===== config.mk =====
export PLATFORM = sky130hd
export DESIGN_NAME = pkt_classifier
export DESIGN_NICKNAME = d
export VERILOG_FILES = /design/src/hw/router_pkg.sv /design/src/hw/queue_pkg.sv /design/src/hw/pkt_classifier.sv
export SDC_FILE = /design/constraint.sdc
export NUM_CORES = 1
export LEC_CHECK = 0
export ABC_AREA = 1
export BUFFER_PORTS_ARGS = -buffer_cell sky130_fd_sc_hd__buf_4
export CORE_ASPECT_RATIO = 1.2
export CORE_MARGIN = 2
export CORE_UTILIZATION = 30
export CTS_CLUSTER_DIAMETER = 100
export DETAILED_ROUTE_END_ITERATION = 8
export GPL_TIMING_DRIVEN = 0
export SLEW_MARGIN = 15
export SYNTH_ARGS = -nofsm -noshare
export SYNTH_HDL_FRONTEND = slang
export SYNTH_SLANG_ARGS = --single-unit

===== constraint.sdc =====
create_clock -name core_clk_ifc -period 7.3 [get_ports core_clk_ifc]
set_input_delay 0.73 -clock core_clk_ifc [delete_from_list [all_inputs] [get_ports core_clk_ifc]]
set_output_delay 0.73 -clock core_clk_ifc [all_outputs]
set_load 0.05 [all_outputs]

===== src/hw/router_pkg.sv =====
/* Packet-level types */

`default_nettype none

package router_pkg;

    localparam int num_egr_ports   = 4;
    localparam int queues_per_port = 2;
    localparam int data_bytes      = 8;
    localparam int max_pkt_words   = 8;

    typedef logic [1:0] egr_port_t;
    // 1 is the high priority
    typedef logic       prio_t;
    typedef logic [$clog2(max_pkt_words * data_bytes + 1)-1:0] byte_len_t;
    typedef logic [$clog2(max_pkt_words + 1)-1:0]              word_cnt_t;

    typedef struct packed {
        egr_port_t egr_port;
        prio_t     prio;
        byte_len_t byte_len;
    } pkt_meta_t;

    typedef struct packed {
        logic [data_bytes*8-1:0] data;
        logic                    last;
        pkt_meta_t               meta;
    } stream_word_t;

    // Words needed for a packet, byte length rounded up
    function automatic word_cnt_t pkt_words(byte_len_t len);
        logic [7:0] round_up;
        round_up = 8'(len) + 8'(data_bytes - 1);
        return word_cnt_t'(round_up / 8'(data_bytes));
    endfunction

endpackage

`default_nettype wire

===== src/hw/queue_pkg.sv =====
/* Queue-level types */

`default_nettype none

package queue_pkg;

    localparam int num_queues = router_pkg::num_egr_ports * router_pkg::queues_per_port;

    // Port number in the upper bits, priority in bit 0
    typedef logic [2:0] queue_idx_t;

    typedef struct packed {
        queue_idx_t               queue;
        router_pkg::stream_word_t word;
    } enq_word_t;

    typedef struct packed {
        queue_idx_t queue;
    } deq_req_t;

endpackage

`default_nettype wire


===== src/hw/pkt_classifier.sv =====
/* Ingress packet classifier */

`timescale 1ns/1ps
`default_nettype none

module pkt_classifier #(
    parameter int queue_depth = 16
) (
    input  logic                                 core_clk_ifc,
    input  logic                                 rst_n,
    input  router_pkg::stream_word_t             in_word,
    input  logic                                 in_valid,
    output logic                                 in_ready,
    input  logic [$clog2(queue_depth+1)-1:0]     free_words [queue_pkg::num_queues],
    output queue_pkg::enq_word_t                 enq_word,
    output logic                                 enq_valid
);

    localparam int cnt_w = $clog2(queue_depth + 1);

    // One extra bit so the room check cannot wrap
    typedef logic [cnt_w:0] room_t;

    logic                  mid_pkt;
    queue_pkg::queue_idx_t cur_queue;
    queue_pkg::queue_idx_t pkt_queue;
    room_t                 need_words;
    room_t                 room_words;
    logic                  in_flight;
    logic                  fits;
    logic                  accept;

    //////////////////////////////////////////////////
    // Admission

    // Queue is fixed at the first word and held for the rest
    assign pkt_queue = mid_pkt ? cur_queue : {in_word.meta.egr_port, in_word.meta.prio};

    assign need_words = room_t'(router_pkg::pkt_words(in_word.meta.byte_len));

    // Word in the enqueue register is not yet counted by the store
    assign in_flight  = enq_valid && (enq_word.queue == pkt_queue);
    assign room_words = room_t'(free_words[pkt_queue]) - room_t'(in_flight);
    assign fits       = room_words >= need_words;

    // Space was reserved for the whole packet at its first word
    assign in_ready = mid_pkt || !in_valid || fits;
    assign accept   = in_valid && in_ready;

    //////////////////////////////////////////////////
    // Enqueue register

    always_ff @(posedge core_clk_ifc) begin
        if (!rst_n) begin
            mid_pkt   <= 1'b0;
            enq_valid <= 1'b0;
        end else begin
            enq_valid <= accept;
            if (accept) begin
                mid_pkt <= !in_word.last;
            end
        end
    end

    always_ff @(posedge core_clk_ifc) begin
        if (accept) begin
            cur_queue      <= pkt_queue;
            enq_word.queue <= pkt_queue;
            enq_word.word  <= in_word;
        end
    end

endmodule

`default_nettype wire


== After elaboration in Yosys (flattened, before gate mapping) ==
Index checks and enable logic that the tools add are counted.

* Flip-flop bits (word level): 80
* Input bits: 118
* Word-level logic and storage cells: 24
* Output and inout port bits: 80

* Reduce and logical (&&, ||, !) cells: 6
* Bitwise operators: 1
* Order comparisons: 2
* Add/sub/neg operators: 2
* Equality and inequality tests: 1
* Muxes and demuxes: 4

{| class="wikitable"
|+ Operator list
! cell !! number
|-
| $bmux 5 s3 || 1
|-
| $mux 5 || 2
|-
| $add 7x3->7 const B || 1
|-
| $ge 6x4->1 || 1
|-
| $sub 5x1->6 || 1
|-
| $ge 4x4->1 const B || 1
|-
| $not 3->4 || 1
|-
| $eq 3x3->1 || 1
|-
| $mux 3 || 1
|-
| $logic_and 1x1->1 || 2
|-
| $logic_not 1->1 || 2
|-
| $logic_or 1x1->1 || 2
|}

== Logic depth before layout (Yosys ltp) ==
Gate-level depths: netlist of the first run.

* Word-level depth: 9
* Depth in mapped cells: 22
* Gate-level depth less buffers: 20

== Worst setup path after synthesis of the first run ==
Ideal clock, no wire load.

* Path kind: reg2reg
* Start: reg enq_word[75] (netlist name)
* End: reg enq_word[0] (netlist name) (enable)
* Path buffers: 1
* Stages on the path, launching flop included: 20
* Library setup time: 0.432 ns
* Clock period less this slack: 4.921 ns
* Required time: 6.868 ns
* Arrival: 4.489 ns
* Slack: 2.379 ns
* Cell sequence: edfxtp_1 inv_1 nand2_2 nand2_4 buf_6 nor2_1 o221ai_1 o21ai_0 ha_1 ha_1 inv_1 ha_1 a21boi_0 o21a_1 o21ai_0 nand3_1 a21oi_2 nand2_2 nand2_1 inv_1

* Longest elaborated chain between the ends: 9
* Elaborated cells on any way between the ends: 11
* Classes of those cells: 1 x add/sub; 1 x order compare; 1 x eq/ne; 4 x mux; 1 x bitwise; 3 x reduce/logical

{| class="wikitable"
|+ RTL lines
! element !! line !! source
|-
| start: declaration || pkt_classifier.sv:15 || <nowiki>output queue_pkg::enq_word_t enq_word,</nowiki>
|-
| $mux 3 || - ||
|-
| $not 3->4 || - ||
|-
| $bmux 5 s3 || - ||
|-
| $mux 5 (2 in a row) || - ||
|-
| $sub 5x1->6 * || pkt_classifier.sv:43 || <nowiki>assign room_words = room_t'(free_words[pkt_queue]) - room_t'(in_flight);</nowiki>
|-
| $ge 6x4->1 * || pkt_classifier.sv:44 || <nowiki>assign fits = room_words >= need_words;</nowiki>
|-
| $logic_or 1x1->1 * || pkt_classifier.sv:47 || <nowiki>assign in_ready = mid_pkt || !in_valid || fits;</nowiki>
|-
| named net in_ready || pkt_classifier.sv:13 || <nowiki>output logic in_ready,</nowiki>
|-
| $logic_and 1x1->1 * || pkt_classifier.sv:48 || <nowiki>assign accept = in_valid && in_ready;</nowiki>
|-
| named net accept || pkt_classifier.sv:31 || <nowiki>logic accept;</nowiki>
|}

Mark *: on every way through the listed nets, which the timed path passes. The rest lies on a longest branch. The select of a mux whose other input is x is not followed.
A chain may end at the register's enable or synchronous reset.

== Worst setup path in the final report of the first run ==
* Start: reg enq_word[75] (netlist name)
* End: out in_ready

* Longest elaborated chain between the ends: 8
* Elaborated cells on any way between the ends: 10
* Classes of those cells: 1 x add/sub; 1 x order compare; 1 x eq/ne; 4 x mux; 1 x bitwise; 2 x reduce/logical

{| class="wikitable"
|+ RTL lines
! element !! line
|-
| $mux 3 || -
|-
| $not 3->4 || -
|-
| $bmux 5 s3 || -
|-
| $mux 5 (2 in a row) || -
|-
| $sub 5x1->6 * || pkt_classifier.sv:43
|-
| $ge 6x4->1 * || pkt_classifier.sv:44
|-
| $logic_or 1x1->1 * || pkt_classifier.sv:47
|-
| end: declaration || pkt_classifier.sv:13
|}

Mark *: on every way between the ends. The rest lies on a longest branch, timed or not. The select of a mux whose other input is x is not followed.

==> results.md, run 1 <==
- Number of flops mapped to enable cells by yosys: between 70 and 80
- Design Power: approximately 1.5 mW
- Setup TNS: 0 ns
- Clk network pwr share: 31.7%
- Setup-failing EPs final: 0
- Leakage: between 2 and 2.5 nW
- Worst-margin pin slew: 0.731 ns
- Worst Path Max Fanout: 10
- Async SR Flop Fraction: 0%
- Clock skew: 0.00619 ns
- Global-route wire length before repair: 12.7 mm
- Share of the synthesized area in the top cell type: 72.2%
- Post-Syn Instances: 226
- Die area: 11700 um2
- Final WL: 8.38 mm
- Max Root-Sink Buffers: 2
- Nets@finish: 559
- GRT overflow: 0
- Clock Pin Slew Worst Setup and Hold Paths: 0.06 ns
- TritonCTS Buffers: 9
- Pint: 1.01 mW
- Post-CTS Setup Bufs: 0
- Share of post-route cells with drive strength above 1: 54.5%
- Peak supply drop: between 0.09 and 0.1 mV
- P per Cell Area: 282 nW/um2
- Data arrival, critical path: 3.78 ns
- Routed vias/inst: 4.37
- Drt first pass iters: 4
- Fmax: 222 MHz
- Yosys reg bits: 80
- Vias in the first global route: 2459
- Period utilization: 61.8%
- TritonCTS clock tree: yes
- Largest net degree at the start of global routing: 50
- Routed len/inst: 14.7 um
- Initial Utilization: between 30% and 40%
- Synth cell types: 29
- Final hold slack: 0.571 ns
- Routability-driven placement congestion ratio: approximately 0.76
- CP Capture Type: primary output
- Area Growth Syn to Fin: 61.1%
- Worst hold path class: primary input to flop
- Final hold viol count: 0
- Synth Flop Type: edfxtp_1
- Max-Cap Viols: 0
- Reg power frac: 39.4%
- Final slew viol count: 0
- Most common cell in the netlist: edfxtp_1
- Initial antenna violation count: 0
- Post-synth top area cell: edfxtp_1
- Critical Path RT: between 6 and 7 ns
- Sw frac: 31.6%
- Gr usage total: between 10% and 20%
- Rows: 41
- YS warnings: 0
- Die Wd: 98.9 um
- Dominant cells by area after synthesis: edfxtp_1 (72%), nand3_1 (5.1%), nand2_1 (4.0%), ha_1 (2.3%), buf_6 (1.7%)
- HPWL after detailed placement: 6.66 mm
- Critical Path Start Type: flop
- IO Count: 198
- Clock latency on the worst-skew pair: 0.33 ns
- Net Count, Synth: 350
- DR vias: between 2000 and 2500
- H-Tree Depth: 3
- Most frequent cells after synthesis: edfxtp_1 (78), nand2_1 (35), nand3_1 (33)
- Remaining antenna violation count: 0
- Post-CTS Resized: 0
- Post-synthesis sequential area ratio: approximately three quarters
- CTS root buf: clkbuf_16
- PortBufs: between 150 and 200
- Setup Crit Path Kind: flop to primary output
- Min cycle time layout: about 4.5 ns
- Mean Syn Cell Area: 14.4 um2
- Initial DRC count: 99
- RSZ-0062 raised after global routing: false
- Sw power: 466 uW
- Rel. slew slack: 50.0%
- Combinational power share: roughly 29%
- Cts hold-fix bufs: 0
- Cell Area, Synth: 3240 um2
- Sink Count: 80
- Residual DRC count: 0
- Die Height: 118 um
- Total core area: 10500 um2
- Diode count: 0
- Status: complete, no violations
## cell families after synthesis
family	Yosys count	share of synthesized area [%]
buffers and inverters	22	3.97
xor gates and xnor gates	6	1.62
DFF	80	73.4
adders and majority gates	6	2.31
AOI/OAI and AO/OA	16	3.47
and+or+nand+nor	96	15.2
## power by group through the flow
stage	Combinational [mW]	Clock (mW)	Sequential, mW
after global placement	0.422	0	0.594
after floorplan	0.117	0	0.750
after detailed placement	0.433	0	0.591
after CTS	0.433	0.481	0.581
after global routing	0.455	0.497	0.585
final	0.427	0.467	0.580
## stage by stage
stage | area (um2) | cells | util (%) | worst slack (ns)
6_report | 5230 | 569 | 49.7 | 2.79
5_1_grt | 5230 | 569 | 49.7 | 2.47
4_1_cts | 5230 | 569 | 49.7 | 2.66
3_5_place_dp | 4910 | 553 | 46.7 | 2.70
3_3_place_gp | 4880 | 552 | 46.4 | 1.24
2_1_floorplan | 3240 | 226 | - | 2.38
## cell type report
class / count / area (um2)
clock inverter: 6 / 83.8
multi-input combinational: 124 / 733
timing repair buffer: 198 / 1510
fill: 934 / 5290
tap: 129 / 161
buffer: 6 / 63.8
inverter: 16 / 67.6
sequential: 80 / 2380
clock buffer: 10 / 229
## metal layers
metal / global-route usage [%] / share of wire [%] / up-vias
li1: - / - / 1226
met1: 15.4 / 36 / 1112
met2: 25.4 / 54 / 135
met3: 4.69 / 8.5 / 11
met4: 6.25 / 1.8 / 0
met5: 0 / 0 / -
## worst max-delay path, cell delays in order (launching register included)
cell and delay, ns:
edfxtp_1 0.49, inv_1 0.13, nand2_2 0.08, nand2_4 0.10, buf_6 0.14, o221ai_1 0.11, a2111oi_0 0.60, ha_1 0.32
ha_1 0.25, inv_1 0.06, ha_1 0.21, a21boi_0 0.12, o21a_1 0.17, o21ai_0 0.15, nand3_1 0.11, a21oi_2 0.12
nand2_2 0.09, buf_4 0.20
## registers in the layout, summed over array words and instances (netlist names)
signal and flops:
enq_valid 1, enq_word 78, mid_pkt 1
## path summary, 6_finish.rpt
check / start / end / slack (ns) / depth (start not counted)
setup / recovery: enq_word[75] / in_ready / 2.79 / 17
hold / removal: in_word[46] / enq_word[46] / 0.57 / 1
setup reg to reg: enq_word[75] / enq_word[67] / 3.19 / 19
hold reg to reg: mid_pkt / mid_pkt / 0.65 / 3
## cells in the final DEF, fill, tap and decap left out, types with 4 or more instances in the layout
cell,count
o21ai_0,7
nand3_1,33
buf_6,5
inv_1,12
xor2_1,4
nand2_2,7
nor2_1,10
nand2_4,4
buf_4,198
ha_1,6
nand2_1,35
edfxtp_1,78
clkbuf_16,9
Note: power is estimated with default switching activity, not from simulation.
==> inputs of run 2 (changes only) <==
Settings changed: ABC_AREA 1 to 0.
Clock period 7.3 ns to 4.3 ns, I/O delays scaled along.
==> run 2 against run 1 <==
  * Critical path depth is the same
  * Hold slack lost 0.29 ns
  * Clock skew shrank 0.00069 ns
  * Via count grew 4.4%
  * Cell count shrank 2.1%
  * Total power grew 62%
  * Flip-flop and latch count is the same
  * Sequential share of layout area shrank 2.2 points
  * First-iteration DRC count shrank 14%
  * Clock-buffer cell count is the same
  * Core utilization grew 2.3 points
  * Largest cell class unchanged
  * Largest power group unchanged
==> results.md, run 2 <==
- Residual DRC count: 0 (unchanged)
- Routed len/inst: 17.1 um (+16%)
- Register Area: 2380 um2 (about the same)
- Total core area: 10600 um2 (+0.49%)
- Post-synth top area cell: edfxtp_1
- CP top delay family: compound AO/OA/AOI/OAI gates
- Max-Cap Viols: 0 (unchanged)
- Largest net degree at the start of global routing: 35 (-30%)
- Final WL: 9.51 mm (+13%)
- Initial Utilization: 31.0% (+0.11 points)
- Area of the multi-input gates: 930 um2 (+27%)
- Critical Path Start Type: flop
- Die Height: 118 um (+0.41%)
- Max reg flops: 78 (unchanged)
- Synth Flop Type: edfxtp_1
- CP max-delay cell: mux4_2
- Period utilization: 98.4%
- Die Wd: 99.3 um (+0.41%)
- H-Tree Depth: 3 (unchanged)
- Clock Pin Slew Worst Setup and Hold Paths: 0.06 ns (about the same)
- Mean Syn Cell Area: 16.4 um2 (+14%)
- Data arrival, critical path: 4.32 ns (+0.54 ns)
- Design Power: 2.39 mW (+62%)
- CTS root buf: clkbuf_16
- Setup Crit Path Kind: flop to flop
- TritonCTS Buffers: 9 (unchanged)
- YS warnings: 0 (unchanged)
- Synth cell types: 40 (+38%)
- Largest regs: enq_word: 78 flops, enq_valid: 1 flops, mid_pkt: 1 flops
- P per Cell Area: 434 nW/um2 (+54%)
- Max Root-Sink Buffers: 2 (unchanged)
- Sink Count: 80 (unchanged)
- Initial DRC count: 85 (-14%)
- Final slew viol count: 0 (unchanged)
- RSZ-0062 raised after global routing: true
- Vias in the first global route: 2567 (+4.4%)
- Share of post-route cells with drive strength above 1: 59.3% (+4.8 points)
- R2r startpoint: mid_pkt
- Routed vias/inst: 4.66 (+6.6%)
- Post-Syn Instances: 200 (-12%)
- Reg2reg end: enq_word[18]
- Rel. slew slack: 48.7% (-1.3 points)
- Most frequent cells after synthesis: edfxtp_1 (78), nand2_1 (29), a22oi_1 (12)
- Cell depth of the worst flop-to-flop path: 17 (-2)
- Endpoint, Worst Hold: enq_word[51]
- Hold Path Depth: 1 (unchanged)
- Setup WS post-layout: 0.0671 ns (-2.72 ns)
- DR vias: 2593 (+4.4%)
- Worst hold path class: primary input to flop
- Most common cell in the netlist: edfxtp_1
- Critical Path RT: 4.38 ns (-2.19 ns)
- Worst-margin pin slew: 0.763 ns (+0.0323 ns)
- Slowest stage delay, CP: 0.51 ns (-0.09 ns)
- Crit path buffers/inverters: 6 (+2)
- Die area: 11800 um2 (+0.82%)
- Net Count, Synth: 324 (-7.4%)
- Largest reg by FF count: enq_word
- CP Capture Type: flop
- Area Growth Syn to Fin: 68.1%
- Peak supply drop: 0.177 mV (+85%)
- Reg2Reg Setup Slack: 0.07 ns (-3.12 ns)
- Number of flops mapped to enable cells by yosys: 78 (unchanged)
- Crit path cell chain: buf_6, mux2i_4, buf_6, mux4_2, mux2i_2, ha_2, ha_4, inv_4, ha_4, a21o_1, a21o_1, a2111oi_4, o311ai_2, o221ai_2, clkinvlp_4, buf_8, buf_12
- Nets@finish: 547 (-2.1%)
- Dominant cells by area after synthesis: edfxtp_1 (72%), nand2_1 (3.3%), a22oi_1 (2.8%), ha_1 (2.3%), mux4_2 (2.1%)
- Async SR Flop Fraction: 0% (unchanged)
- Fillers: 899 (-3.7%)
- Pre-CTS WS: -0.320 ns (-3.02 ns)
- TritonCTS clock tree: yes
- Drt first pass iters: 4 (unchanged)
- Cts hold-fix bufs: 0 (unchanged)
- Global-route wire length before repair: 13.9 mm (+9.5%)
- Worst Path Max Fanout: 20 (+10)
- Share of the synthesized area in the top cell type: 71.6% (-0.61 points)
- Min cycle time layout: approximately 4.2 ns
- Remaining antenna violation count: 0 (unchanged)
- Diode count: 0 (unchanged)
- Clock skew: 0.00550 ns (-0.000689 ns)
- Cell Area, Synth: 3270 um2 (+0.85%)
- Clock latency on the worst-skew pair: 0.33 ns (about the same)
- Initial antenna violation count: 0 (unchanged)
- Commonest non-fill, non-tap cell in the layout: buf_4
- Post-synthesis sequential area ratio: 72.8% (-0.62 points)
- Rows: 41 (unchanged)
- HPWL after detailed placement: 7.27 mm (+9.2%)
- Yosys reg bits: 80 (unchanged)
- Gr usage total: 15.6% (+1.3 points)
- Routability-driven placement congestion ratio: 0.794 (+4.8%)
- Final hold viol count: 0 (unchanged)
- Most frequent cells in the layout: buf_4 (206), edfxtp_1 (78), nand2_1 (29)
- Status: complete, no violations
- IO Count: 198 (unchanged)
- PortBufs: 197 (unchanged)
- Setup-failing EPs final: 0 (unchanged)
- Leakage: 2.32 nW (about the same)
- Hold_sp: in_word[51]
- Fmax: 236 MHz
- Post-route core utilization: 52.0% (+2.3 points)
- GRT overflow: 0 (unchanged)
[run 2: cell types whose count changed after synthesis, moves of 5 or more]
cell / change
a22oi_1: +12
inv_1: -6
nand2_1: -6
nand2_2: -7
nand3_1: -30
nor2_1: -6
o21ai_0: -7
o22ai_1: +5
[run 2: cells by family after synthesis]
logic type	after synthesis	share of synthesized area [%]
AO/OA/AOI/OAI	37	9.87
AND/OR/NAND/NOR	48	6.58
buffers and inverters	13	2.18
multiplexers	8	4.13
flip-flops	80	72.8
adder cells (fa/ha/maj)	6	2.29
XOR/XNOR	8	2.14
[run 2: per-layer routing]
layer,track usage (%),part of all wire [%]
met5,0,0
met1,17.6,37
met4,6.16,1.9
met3,5.91,11
met2,26.5,49
[run 2: cell type report]
| class | count | share of cell area (%) |
|---|---|---|
| inverters | 7 | 0.592 |
| flip-flops and latches | 80 | 43.3 |
| repair buffers | 212 | 30.3 |
| clock inverters | 6 | 0.910 |
| clock buffers | 10 | 4.16 |
| multi-input cells | 107 | 16.9 |
| plain buffers | 6 | 0.819 |
| well taps | 129 | 2.94 |
[run 2: power breakdown]
group	internal [mW]	switching [mW]	leakage [nW]
sequential	0.949	0.0227	0.771
clock	0.440	0.269	0.136
combinational	0.269	0.437	1.41
total	1.66	0.729	2.32
[run 2: how the worst max path moves through the flow]
stage | cells after the start | end | slack [ns] | start
after CTS | 17 | enq_word[22] | 0.02 | mid_pkt
final | 17 | enq_word[18] | 0.07 | mid_pkt
after floorplan | 14 | enq_word[0] | -0.82 | enq_word[75]
after global placement | 14 | enq_word[46] | -1.55 | in_word[7]
after detailed placement | 15 | enq_word[36] | -0.32 | in_word[7]
after global routing | 16 | enq_word[22] | -0.15 | mid_pkt
[run 2: metrics by stage]
stage,cell area [um2],instances,setup TNS [ns],hold slack (ns)
CTS,5350,551,0,0.264
floorplan,3300,200,-64.20,0.529
global route,5500,557,-9.05,0.258
finish,5500,557,0,0.277
detailed placement,4980,528,-23.19,0.610
global placement,4940,526,-120.66,0.608
[run 2: what timing repair did]
action                                  CTS  global route
cloned                                    1             3
gates resized for setup                   4            14
setup buffers                             6             4
endpoints found under the hold margin     0             0
endpoints found under the setup margin   79            79
pin swaps                                 3             5
