**config.mk**
```make
export PLATFORM = sky130hd
export DESIGN_NAME = egress_scheduler
export DESIGN_NICKNAME = d
export VERILOG_FILES = /design/src/hw/router_pkg.sv /design/src/hw/queue_pkg.sv /design/src/hw/egress_scheduler.sv
export SDC_FILE = /design/constraint.sdc
export NUM_CORES = 1
export LEC_CHECK = 0
export BUFFER_PORTS_ARGS = -buffer_cell sky130_fd_sc_hd__buf_2
export CELL_PAD_IN_SITES_DETAIL_PLACEMENT = 0
export CELL_PAD_IN_SITES_GLOBAL_PLACEMENT = 1
export CORE_MARGIN = 3
export CORE_UTILIZATION = 39
export CTS_CLUSTER_SIZE = 10
export DETAILED_ROUTE_END_ITERATION = 16
export GPL_TIMING_DRIVEN = 1
export PLACE_DENSITY_LB_ADDON = 0.1
export SLEW_MARGIN = 15
export SYNTH_ARGS = -nofsm -noshare
export SYNTH_HDL_FRONTEND = slang
export SYNTH_SLANG_ARGS = --single-unit
```
**constraint.sdc**
```tcl
create_clock -name core_clk_ifc -period 4.25 [get_ports core_clk_ifc]
set_input_delay 0.6375 -clock core_clk_ifc [delete_from_list [all_inputs] [get_ports core_clk_ifc]]
set_output_delay 0.6375 -clock core_clk_ifc [all_outputs]
set_load 0.05 [all_outputs]
```
**src/hw/router_pkg.sv**
```systemverilog
/* Packet-level types */

`default_nettype none

package router_pkg;

    localparam int num_egr_ports   = 4;
    localparam int queues_per_port = 2;
    localparam int data_bytes      = 8;
    localparam int max_pkt_words   = 8;

    typedef logic [1:0] egr_port_t;
    // 1 is the high priority
    typedef logic       prio_t;
    typedef logic [$clog2(max_pkt_words * data_bytes + 1)-1:0] byte_len_t;
    typedef logic [$clog2(max_pkt_words + 1)-1:0]              word_cnt_t;

    typedef struct packed {
        egr_port_t egr_port;
        prio_t     prio;
        byte_len_t byte_len;
    } pkt_meta_t;

    typedef struct packed {
        logic [data_bytes*8-1:0] data;
        logic                    last;
        pkt_meta_t               meta;
    } stream_word_t;

    // Words needed for a packet, byte length rounded up
    function automatic word_cnt_t pkt_words(byte_len_t len);
        logic [7:0] round_up;
        round_up = 8'(len) + 8'(data_bytes - 1);
        return word_cnt_t'(round_up / 8'(data_bytes));
    endfunction

endpackage

`default_nettype wire
```
**src/hw/queue_pkg.sv**
```systemverilog
/* Queue-level types */

`default_nettype none

package queue_pkg;

    localparam int num_queues = router_pkg::num_egr_ports * router_pkg::queues_per_port;

    // Port number in the upper bits, priority in bit 0
    typedef logic [2:0] queue_idx_t;

    typedef struct packed {
        queue_idx_t               queue;
        router_pkg::stream_word_t word;
    } enq_word_t;

    typedef struct packed {
        queue_idx_t queue;
    } deq_req_t;

endpackage

`default_nettype wire

```
**src/hw/egress_scheduler.sv**
```systemverilog
/* Egress packet scheduler */

`timescale 1ns/1ps
`default_nettype none

module egress_scheduler (
    input  logic                                  core_clk_ifc,
    input  logic                                  rst_n,
    input  logic [queue_pkg::num_queues-1:0]      pkt_avail,
    input  logic [router_pkg::num_egr_ports-1:0]  egr_ready,
    output queue_pkg::deq_req_t                   deq_req,
    output logic                                  deq_valid,
    input  router_pkg::stream_word_t              deq_word,
    output router_pkg::stream_word_t              out_word,
    output logic                                  out_valid
);

    typedef enum logic [1:0] {
        st_idle,
        st_head,
        st_burst
    } state_t;

    state_t                state;
    queue_pkg::queue_idx_t cur_queue;
    queue_pkg::queue_idx_t pick_queue;
    logic                  pick_found;
    router_pkg::egr_port_t rr_port;
    router_pkg::word_cnt_t words_left;
    router_pkg::word_cnt_t head_left;
    logic                  port_rdy;
    logic                  s1_valid;

    //////////////////////////////////////////////////
    // Queue selection

    // Round robin over ports, high priority first within a port
    always_comb begin
        router_pkg::egr_port_t cand;
        pick_found = 1'b0;
        pick_queue = '0;
        for (int i = 1; i <= router_pkg::num_egr_ports; i++) begin
            cand = rr_port + router_pkg::egr_port_t'(i);
            if (!pick_found && egr_ready[cand] &&
                (pkt_avail[{cand, 1'b1}] || pkt_avail[{cand, 1'b0}])) begin
                pick_found = 1'b1;
                pick_queue = pkt_avail[{cand, 1'b1}] ? {cand, 1'b1} : {cand, 1'b0};
            end
        end
    end

    // Port of the current queue sits in bits 2:1
    assign port_rdy = egr_ready[cur_queue[2:1]];

    // First word is in deq_word during st_head and gives the length
    assign head_left = router_pkg::pkt_words(deq_word.meta.byte_len) - 1'b1;

    //////////////////////////////////////////////////
    // Read issue

    always_comb begin
        deq_valid     = 1'b0;
        deq_req.queue = cur_queue;
        case (state)
            st_idle: begin
                deq_valid     = pick_found;
                deq_req.queue = pick_queue;
            end
            st_head:  deq_valid = port_rdy && (head_left != '0);
            st_burst: deq_valid = port_rdy;
            default:  deq_valid = 1'b0;
        endcase
    end

    always_ff @(posedge core_clk_ifc) begin
        if (!rst_n) begin
            state      <= st_idle;
            rr_port    <= '0;
            words_left <= '0;
        end else begin
            case (state)
                st_idle: begin
                    if (pick_found) begin
                        state   <= st_head;
                        rr_port <= pick_queue[2:1];
                    end
                end
                st_head: begin
                    if (head_left == '0) begin
                        state <= st_idle;
                    end else if (port_rdy) begin
                        words_left <= head_left - 1'b1;
                        state      <= (head_left == 1) ? st_idle : st_burst;
                    end else begin
                        words_left <= head_left;
                        state      <= st_burst;
                    end
                end
                st_burst: begin
                    if (port_rdy) begin
                        words_left <= words_left - 1'b1;
                        if (words_left == 1) begin
                            state <= st_idle;
                        end
                    end
                end
                default: state <= st_idle;
            endcase
        end
    end

    always_ff @(posedge core_clk_ifc) begin
        if (state == st_idle && pick_found) begin
            cur_queue <= pick_queue;
        end
    end

    //////////////////////////////////////////////////
    // Output pipeline

    // Stage 1 is the memory read, stage 2 the output register
    always_ff @(posedge core_clk_ifc) begin
        if (!rst_n) begin
            s1_valid  <= 1'b0;
            out_valid <= 1'b0;
        end else begin
            s1_valid  <= deq_valid;
            out_valid <= s1_valid;
        end
    end

    always_ff @(posedge core_clk_ifc) begin
        if (s1_valid) begin
            out_word <= deq_word;
        end
    end

endmodule

`default_nettype wire

```
# Word-level counts from Yosys, hierarchy flattened
# Cells that the tools add are included.
dict set report word_totals {
  in_bits 89
  regBits 88
}
dict set report classes {
  n_lt_le_gt_ge 13
  n_eq_ne 8
  muxes 51
  addsub 7
  reduce_logical 23
}
# cell n
set op_table {}
lappend op_table {{$lt A3 B4 Y1 const B} 8}
lappend op_table {{$bmux W1 S2} 13}
lappend op_table {{$mux W1} 21}
lappend op_table {{$lt A2 B3 Y1 const B} 5}
lappend op_table {{$mux W3} 5}
lappend op_table {{$mux W2} 6}
lappend op_table {{$mux W4} 3}
lappend op_table {{$sub A4 B1 Y4 const B} 3}
lappend op_table {{$logic_and A1 B1 Y1} 9}
lappend op_table {{$eq A4 B1 Y1 const B} 2}
lappend op_table {{$ne A2 B2 Y1 const B} 4}
lappend op_table {{$pmux W4 S2} 1}
lappend op_table {{$add A7 B3 Y7 const B} 1}
lappend op_table {{$pmux W2 S3} 1}
lappend op_table {{$reduce_and A3 Y1} 2}
lappend op_table {{$add A2 B2 Y2 const B} 2}
lappend op_table {{$logic_not A4 Y1} 1}
lappend op_table {{$logic_or A1 B1 Y1} 4}
lappend op_table {{$reduce_bool A4 Y1} 1}
lappend op_table {{$logic_not A1 Y1} 3}
lappend op_table {{$pmux W1 S3} 1}
lappend op_table {{$add A2 B1 Y2 const B} 1}
lappend op_table {{$eq A2 B1 Y1 const B} 1}
lappend op_table {{$eq A2 B2 Y1 const B} 1}
lappend op_table {{other kinds (3)} 3}

# Logic depth before layout (Yosys ltp)
# Gate-level depths: netlist of the first run.
dict set report depth {
  depth_word 20
  mapped_depth 11
  ltp_nobuf 10
}

# Worst setup path after synthesis of the first run
# No wires, ideal clock.
dict set report synth_path {
  kind {input to output}
  from {in deq_word[3] (netlist name)}
  to {out deq_valid}
  slack_ns 0.772
  path_stages 11
  arrival_time_ns 2.840
  t_required_ns 3.612
  path_buffers 1
  path_cell_list {clkbuf_1 -> or4_1 -> and2_1 -> inv_1 -> ha_1 -> xnor2_1 -> o21ai_0 -> o21ai_1 -> nand2_1 -> a21boi_1 -> or2_1}
}
dict set report synth_via {
  elab_chain_cells 5
}
# element line_no
set synth_rtl {}
lappend synth_rtl {{start: declaration} egress_scheduler.sv:13} ;# input router_pkg::stream_word_t deq_word,
lappend synth_rtl {{$add A7 B3 Y7} router_pkg.sv:33} ;# round_up = 8'(len) + 8'(data_bytes - 1);
lappend synth_rtl {{$sub A4 B1 Y4} egress_scheduler.sv:56} ;# assign head_left = router_pkg::pkt_words(deq_word.meta.byte_len) - 1'b1;
lappend synth_rtl {{$reduce_bool A4 Y1} egress_scheduler.sv:69} ;# st_head: deq_valid = port_rdy && (head_left != '0);
lappend synth_rtl {{$logic_and A1 B1 Y1} egress_scheduler.sv:69}
lappend synth_rtl {{$pmux W1 S3} egress_scheduler.sv:64} ;# case (state)
lappend synth_rtl {{end: declaration} egress_scheduler.sv:12} ;# output logic deq_valid,
# Every way passes these cells.

# Final worst setup path of the first run
dict set report layout_path {
  from {in deq_word[1] (netlist name)}
  to {out deq_valid}
}
# The elaborated chain is that of the path after synthesis.

==> results of run 1 <==
-- Yosys cell counts, types with 2 or more instances --
| library cell | n | area (µm²) |
|---|---|---|
| buf_2 | 2 | 10.0 |
| nand3_1 | 3 | 15.0 |
| or3_1 | 2 | 12.5 |
| ha_1 | 5 | 62.6 |
| nand3b_1 | 2 | 15.0 |
| a21boi_1 | 2 | 15.0 |
| a21oi_1 | 9 | 45.0 |
| nor2_1 | 10 | 37.5 |
| a21o_1 | 2 | 15.0 |
| o21a_1 | 7 | 52.6 |
| nand2b_1 | 2 | 12.5 |
| and2_1 | 8 | 50.1 |
| nand2_1 | 15 | 56.3 |
| o21ai_0 | 5 | 25.0 |
| dfxtp_1 | 10 | 200 |
| o211ai_1 | 3 | 22.5 |
| and3_1 | 2 | 12.5 |
| mux2_1 | 3 | 33.8 |
| nor4_1 | 2 | 12.5 |
| edfxtp_1 | 78 | 2340 |
| xnor2_1 | 4 | 35.0 |
| nor2b_1 | 3 | 18.8 |
| clkbuf_1 | 2 | 7.51 |
| o311ai_1 | 2 | 17.5 |
| mux4_2 | 11 | 248 |
| a31oi_1 | 3 | 18.8 |
| a32o_1 | 2 | 20.0 |
| inv_1 | 7 | 26.3 |
| a211o_1 | 2 | 17.5 |
| nor3_1 | 3 | 15.0 |
| mux2_2 | 4 | 45.0 |
| a21boi_0 | 2 | 15.0 |
-- layer usage --
layer / wire (µm) / vias up
li1: - / 1275
met1: 3710 / 1250
met2: 4530 / 118
met3: 840 / 6
met4: 59 / 0
met5: 0 / -
-- cell usage in the layout (no fill, tap or decap), types with 2 or more instances in the layout --
cell type and instances:
edfxtp_1 78, a21boi_1 2, mux2_1 3, o211ai_1 3, nor4_1 2, o21a_1 7, a21boi_0 2, o311ai_1 2
nor2b_1 3, nand3_1 3, a211o_1 2, nand3b_1 2, xnor2_1 4, buf_2 168, nor3_1 3, clkbuf_8 9
mux2_2 4, a31oi_1 3, inv_1 7, o21ai_0 5, a21oi_1 9, clkinv_4 3, or3_1 2, nand2_1 15
a32o_1 2, inv_6 2, and3_1 2, a21o_1 2, buf_4 3, nor2_1 10, mux4_2 11, ha_1 5
dfxtp_1 9, nand2b_1 2, and2_1 8
-- per-stage QoR --
| stage | util | setup slack [ns] | area, µm² | cells | hold WS, ns |
|---|---|---|---|---|---|
| 2_1_floorplan | - | 0.772 | 3690 | 237 | 0.492 |
| 3_3_place_gp | 0.521 | 0.573 | 4660 | 510 | 0.542 |
| 3_5_place_dp | 0.521 | 0.471 | 4660 | 510 | 0.528 |
| 4_1_cts | 0.541 | 0.444 | 4840 | 526 | 0.428 |
| 5_1_grt | 0.541 | 0.186 | 4840 | 526 | 0.425 |
| 6_report | 0.541 | 0.450 | 4840 | 526 | 0.455 |
-- cell families (layout without fill, tap and decap cells) --
kind of cell / count (synthesis) / after routing / share of synthesized area
XOR/XNOR: 5 / 5 / 0.0119
AND/OR/NAND/NOR: 58 / 58 / 0.0814
adder cells (fa/ha/maj): 5 / 5 / 0.0170
multiplexers: 19 / 19 / 0.0912
AO/OA/AOI/OAI: 49 / 49 / 0.0933
flip-flops: 88 / 88 / 0.689
buffers and inverters: 13 / 194 / 0.0159
-- power groups by stage --
stage	clock network [mW]	logic (mW)	registers, mW
2_1_floorplan	0	0.692	2.11
3_3_place_gp	0	1.71	1.51
3_5_place_dp	0	1.70	1.52
4_1_cts	0.545	1.71	1.50
5_1_grt	0.571	1.79	1.54
6_report	0.520	1.69	1.49
-- state kept, by name (all words and copies together) (netlist names) --
name,count
s1_valid,1
out_word,75
words_left,4
rr_port,2
cur_queue,3
state,2
out_valid,1
-- cell type report --
| cell class | count | area [µm²] |
|---|---|---|
| fillers | 795 | 4100 |
| flip-flops and latches | 88 | 2550 |
| multi-input cells | 136 | 1090 |
| repair buffers | 171 | 863 |
| well taps | 108 | 135 |
| clock buffers | 10 | 128 |
| clock inverters | 6 | 51.3 |
| inverters | 7 | 26.3 |
-- worst max path at each step --
stage,start,endpoint,slack (ns),depth (start not counted)
finish,deq_word[1],deq_valid,0.45,12
global route,deq_word[1],deq_valid,0.19,12
CTS,deq_word[1],deq_valid,0.44,12
detailed placement,deq_word[1],deq_valid,0.47,12
global placement,deq_word[1],deq_valid,0.57,12
floorplan,deq_word[3],deq_valid,0.77,11
==> key figures, run 1 <==
Finish
  • Area grow syn2layout: 31.1%
  • Ant diodes: 0
  • Share of cells above drive strength 1: 0.486
  • Final net count: 507

STA
  • Achievable clock frequency: 263 MHz
  • Min Tclk post-route: 3.80 ns
  • Slew Limit Fails: 0
  • Slew HR: 0.360
  • RSZ-0062 raised after global routing: false
  • Final-report hold violation count: 0
  • Tightest Pin Transition: 0.960 ns
  • Fin Clk Skew: 0.00910 ns
  • Total negative setup slack: 0 ns
  • Crit share post-route: 0.894
  • Final setup viols: 0

Floorplan
  • Cell Rows: 34
  • Core ar.: 8930 µm²
  • Die width: 103 µm
  • Die ar.: 10700 µm²
  • Initial cell density of the core: 0.413
  • Die height: 103 µm
  • Io pins: 169

Power
  • Peak supply drop: 0.000442 V
  • Leak: 1.98 nW
  • Clk pwr share: 0.140
  • Sw Share: 0.467
  • PD cells: 766 nW/µm²
  • Logic gate share of total power: 0.457
  • Share of power burned in registers: 0.403
  • Power, Total: 3.71 mW
  • Net load switching power: 1.73 mW
  • Int Pwr: 1.97 mW

Clock tree
  • CTS resizes: 0
  • Clock sink count: 88
  • Root buffer cell: clkbuf_8
  • CTS HTree Levels: 3
  • Worst-path clk slew: 0.09 ns
  • Clk_lat worst skew: 0.35 ns
  • TritonCTS clock tree: yes
  • Postcts setup bufs: 0
  • Longest Clk Path Bufs: 2
  • CTS Buf Count: 9
  • Hold_buf cts: 0

Routing
  • Vias: 2649
  • Drt total wl: 9140 µm
  • DR iter-0 viols: 84
  • Routed WL per cell: 17.4 µm
  • Pre-antenna DRT Iters: 4
  • Routed Antenna Nets: 0
  • DRC Markers: 0
  • Via density: 5.04

Worst setup path
  • Critical-path cell list: buf_2 > o31ai_1 > and2_1 > inv_1 > ha_1 > xnor2_1 > o21ai_0 > o21ai_1 > nand2_1 > a21boi_1 > or2_1 > buf_2
  • Startpoint Class: input port
  • Most common cell on crit path: buf_2
  • Reg-to-Reg Start: rr_port[0]$_SDFFE_PN0P_
  • FF-to-FF End: rr_port[1]$_SDFFE_PN0P_
  • Cells on worst reg2reg path: 6
  • Bufs and invs on worst path: 3
  • Delay of the slowest critical-path stage: 0.43 ns
  • CP top delay family: compound AO/OA/AOI/OAI gates
  • Worst Path Required: 3.61 ns
  • Worst setup EP type: primary output
  • CP Data Arrival Time: 3.16 ns
  • Slowest CP cell: o31ai_1
  • FF-to-FF setup slack: 1.69 ns
  • CP Max Fanout: 6
  • WS Path Type: input port to primary output

Yosys
  • Yosys cell types: 52
  • Post-synthesis async set-or-reset flop share: 0
  • Register area share after synthesis: 0.689
  • Gate count of the mapped netlist: 237
  • Syn nets: 331
  • Seq cells post-synth: 88
  • EDFF count, synth: 78
  • Ys flop type: edfxtp_1
  • Syn. warnings: 0
  • Mapped cell area: 3690 µm²
  • Synthesized area per cell: 15.6 µm²

Placement
  • HPWL after DPL: 7060 µm
  • IO buf count: 168
  • Placer congestion estimate: 0.843

Worst hold path
  • Hold_sp: deq_word[53]
  • Hold Path Stages: 1
  • Hold Crit Class: input port to register
  • Worst Hold End: out_word[53]$_DFFE_PP_

Global routing
  • Met1 usage: 0.200
  • Top Usage Layer GRT: met2
  • Grt ovf: 0
  • Largest net degree at the start of global routing: 77
  • Initial antenna violation count: 0
  • Number of global-route vias before repair: 2381
  • Tot GR Track Use: 0.161
  • First-pass GRT wire length: 12700 µm
  • Grt met3 use: 0.0570
  • Routing usage on met2: 0.269

Outcome
  • Status: complete, no violations

Run
  • MaxCap Viol Count: 0
No activity file was read; power rests on OpenSTA's default activity.
==> run 2, diff against run 1 <==
--- a/config.mk
+++ b/config.mk
@@ -8,7 +8,8 @@
 export BUFFER_PORTS_ARGS = -buffer_cell sky130_fd_sc_hd__buf_2
 export CELL_PAD_IN_SITES_DETAIL_PLACEMENT = 0
 export CELL_PAD_IN_SITES_GLOBAL_PLACEMENT = 1
-export CORE_MARGIN = 3
+export CORE_ASPECT_RATIO = 0.8
+export CORE_MARGIN = 2
 export CORE_UTILIZATION = 39
 export CTS_CLUSTER_SIZE = 10
 export DETAILED_ROUTE_END_ITERATION = 16
==> run 2 against run 1 <==
Against the previous run: worst setup slack worse by 0.039 ns; clock skew is 0.0048 ns lower; combinational power hardly changed; utilization is 0.31 points higher; count of clock-buffer cells in the layout stayed put; sequential share of layout area is 1.3 points lower; cell count is 1.3% higher.
==> key figures, run 2 (synthesis results as in run 1) <==
Outcome
  • Status: complete, no violations

Routing
  • Routed WL per cell: 17.3 µm (-0.55%)
  • Drt total wl: 9210 µm (+0.78%)
  • Via density: 5.08 (+0.88%)
  • DR iter-0 viols: 167 (+99%)
  • Pre-antenna DRT Iters: 4 (unchanged)
  • Routed Antenna Nets: 0 (unchanged)
  • DRC Markers: 0 (unchanged)
  • Vias: 2708 (+2.2%)

Power
  • Power, Total: 3.97 mW (+7.1%)
  • Peak supply drop: 0.000537 V (+21%)
  • PD cells: 800 nW/µm² (+4.4%)
  • Leak: 2.03 nW (+2.6%)

Worst setup path
  • Reg-to-Reg Start: rr_port[0]$_SDFFE_PN0P_
  • Slowest CP cell: or4b_1
  • FF-to-FF setup slack: 1.69 ns (about the same)
  • Bufs and invs on worst path: 3 (unchanged)
  • Worst Path Required: 3.61 ns (about the same)
  • Delay of the slowest critical-path stage: 0.48 ns (+0.05 ns)
  • CP Max Fanout: 6 (unchanged)
  • Crit path to: deq_valid
  • Cells on worst reg2reg path: 6 (unchanged)
  • FF-to-FF End: rr_port[1]$_SDFFE_PN0P_
  • Critical-path cell list: buf_2 > o31ai_1 > and2_1 > inv_1 > ha_1 > or4b_1 > o21ai_0 > o21ai_1 > nand2_1 > a21boi_1 > or2_1 > buf_2
  • CP Data Arrival Time: 3.20 ns (+0.04 ns)
  • CP top delay family: simple AND/OR/NAND/NOR gates
  • Worst setup EP type: primary output
  • Most common cell on crit path: buf_2
  • CP startpoint: deq_word[1]
  • Startpoint Class: input port
  • Crit path depth: 12 (unchanged)
  • WS Path Type: input port to primary output

Finish
  • FF/Latch Area: 2550 µm² (unchanged)
  • Commonest cells after routing, fill and taps aside: 168 x buf_2, 78 x edfxtp_1, 15 x nand2_1
  • Max reg flops: 75 (unchanged)
  • Fill count: 814 (+2.4%)
  • Largest register by flop count: out_word
  • Ant diodes: 0 (unchanged)
  • Area grow syn2layout: 34.6%
  • Area of the multi-input gates: 1090 µm² (unchanged)
  • Final net count: 507 (unchanged)
  • Design area: 4960 µm² (+2.6%)
  • Most common cell after layout, fill and taps aside: buf_2
  • Share of cells above drive strength 1: 0.486 (unchanged)
  • Biggest regs: out_word x75, words_left x4, cur_queue x3

Clock tree
  • CTS Buf Count: 9 (unchanged)
  • Root buffer cell: clkbuf_16
  • CTS resizes: 0 (unchanged)
  • Clk_lat worst skew: 0.33 ns (-0.02 ns)
  • CTS HTree Levels: 3 (unchanged)
  • Longest Clk Path Bufs: 2 (unchanged)
  • Postcts setup bufs: 0 (unchanged)
  • Hold_buf cts: 0 (unchanged)
  • Worst-path clk slew: 0.06 ns (-0.03 ns)
  • Clock sink count: 88 (unchanged)
  • TritonCTS clock tree: yes

Floorplan
  • Core ar.: 9110 µm² (+2.0%)
  • Cell Rows: 31 (-8.8%)
  • Die width: 113 µm (+9.2%)
  • Io pins: 169 (unchanged)
  • Initial cell density of the core: 0.405 (-0.00822)
  • Die ar.: 10300 µm² (-3.8%)
  • Die height: 91.0 µm (-12%)

Worst hold path
  • Hold Crit Class: input port to register
  • Hold_sp: deq_word[31]

Placement
  • Placer congestion estimate: 0.824 (-2.2%)
  • DP Area: 4670 µm² (+0.19%)
  • HPWL after DPL: 6900 µm (-2.3%)
  • IO buf count: 168 (unchanged)

Global routing
  • Tot GR Track Use: 0.175 (+0.0144)
  • Largest net degree at the start of global routing: 77 (unchanged)
  • Initial antenna violation count: 0 (unchanged)
  • Grt ovf: 0 (unchanged)
  • Number of global-route vias before repair: 2563 (+7.6%)
  • First-pass GRT wire length: 13900 µm (+9.1%)

STA
  • Min Tclk post-route: 3.84 ns (+0.0393 ns)
  • Slew HR: 0.355 (-0.00426)
  • Tightest Pin Transition: 0.967 ns (+0.00639 ns)
  • Total negative setup slack: 0 ns (unchanged)
  • RSZ-0062 raised after global routing: false
  • Final setup viols: 0 (unchanged)
  • Crit share post-route: 0.903 (+0.00926)
  • Final-report hold violation count: 0 (unchanged)
  • Fin Clk Skew: 0.00429 ns (-0.00481 ns)
  • Slew Limit Fails: 0 (unchanged)
  • WHS: 0.479 ns (+0.0233 ns)
  • Achievable clock frequency: 260 MHz (-1.0%)

Run
  • MaxCap Viol Count: 0 (unchanged)
-- run 2: per-stage QoR --
stage	util	std cells	setup WS (ns)
after CTS	0.545	533	0.392
after detailed placement	0.512	517	0.417
after global routing	0.545	533	0.134
after global placement	0.512	517	0.558
final	0.545	533	0.411
after floorplan	-	237	0.772
-- run 2: routing by layer --
layer  vias to the layer above  part of all wire  global-route usage  wire length [µm]
li1                       1284                 -                   -                 -
met1                      1317              0.46               0.244              4190
met2                       105              0.48               0.275              4380
met3                         2             0.066              0.0487               606
met4                         0            0.0034              0.0396                31
met5                         -                 0                   0                 0
-- run 2: worst min-delay path by stage --
stage	to	slack [ns]	cells past startpoint
after floorplan	words_left[3]$_SDFFE_PN0P_	0.49	2
after global placement	words_left[3]$_SDFFE_PN0P_	0.55	2
after detailed placement	words_left[3]$_SDFFE_PN0P_	0.52	2
after CTS	out_word[23]$_DFFE_PP_	0.47	1
after global routing	out_word[31]$_DFFE_PP_	0.46	1
final	out_word[31]$_DFFE_PP_	0.48	1
-- run 2: where the power goes --
group | switching (mW) | total [mW] | internal (mW)
logic | 1.21 | 1.69 | 0.479
registers | 0.217 | 1.50 | 1.28
clock network | 0.323 | 0.781 | 0.459
total | 1.75 | 3.97 | 2.22
-- run 2: cell type report --
type                            instances  area share
Sequential cell                        88       0.513
Clock inverter                          6      0.0136
Timing Repair Buffer                  171       0.174
Inverter                                7     0.00529
Multi-Input combinational cell        136       0.219
Tap cell                              115      0.0290
Clock buffer                           10      0.0461
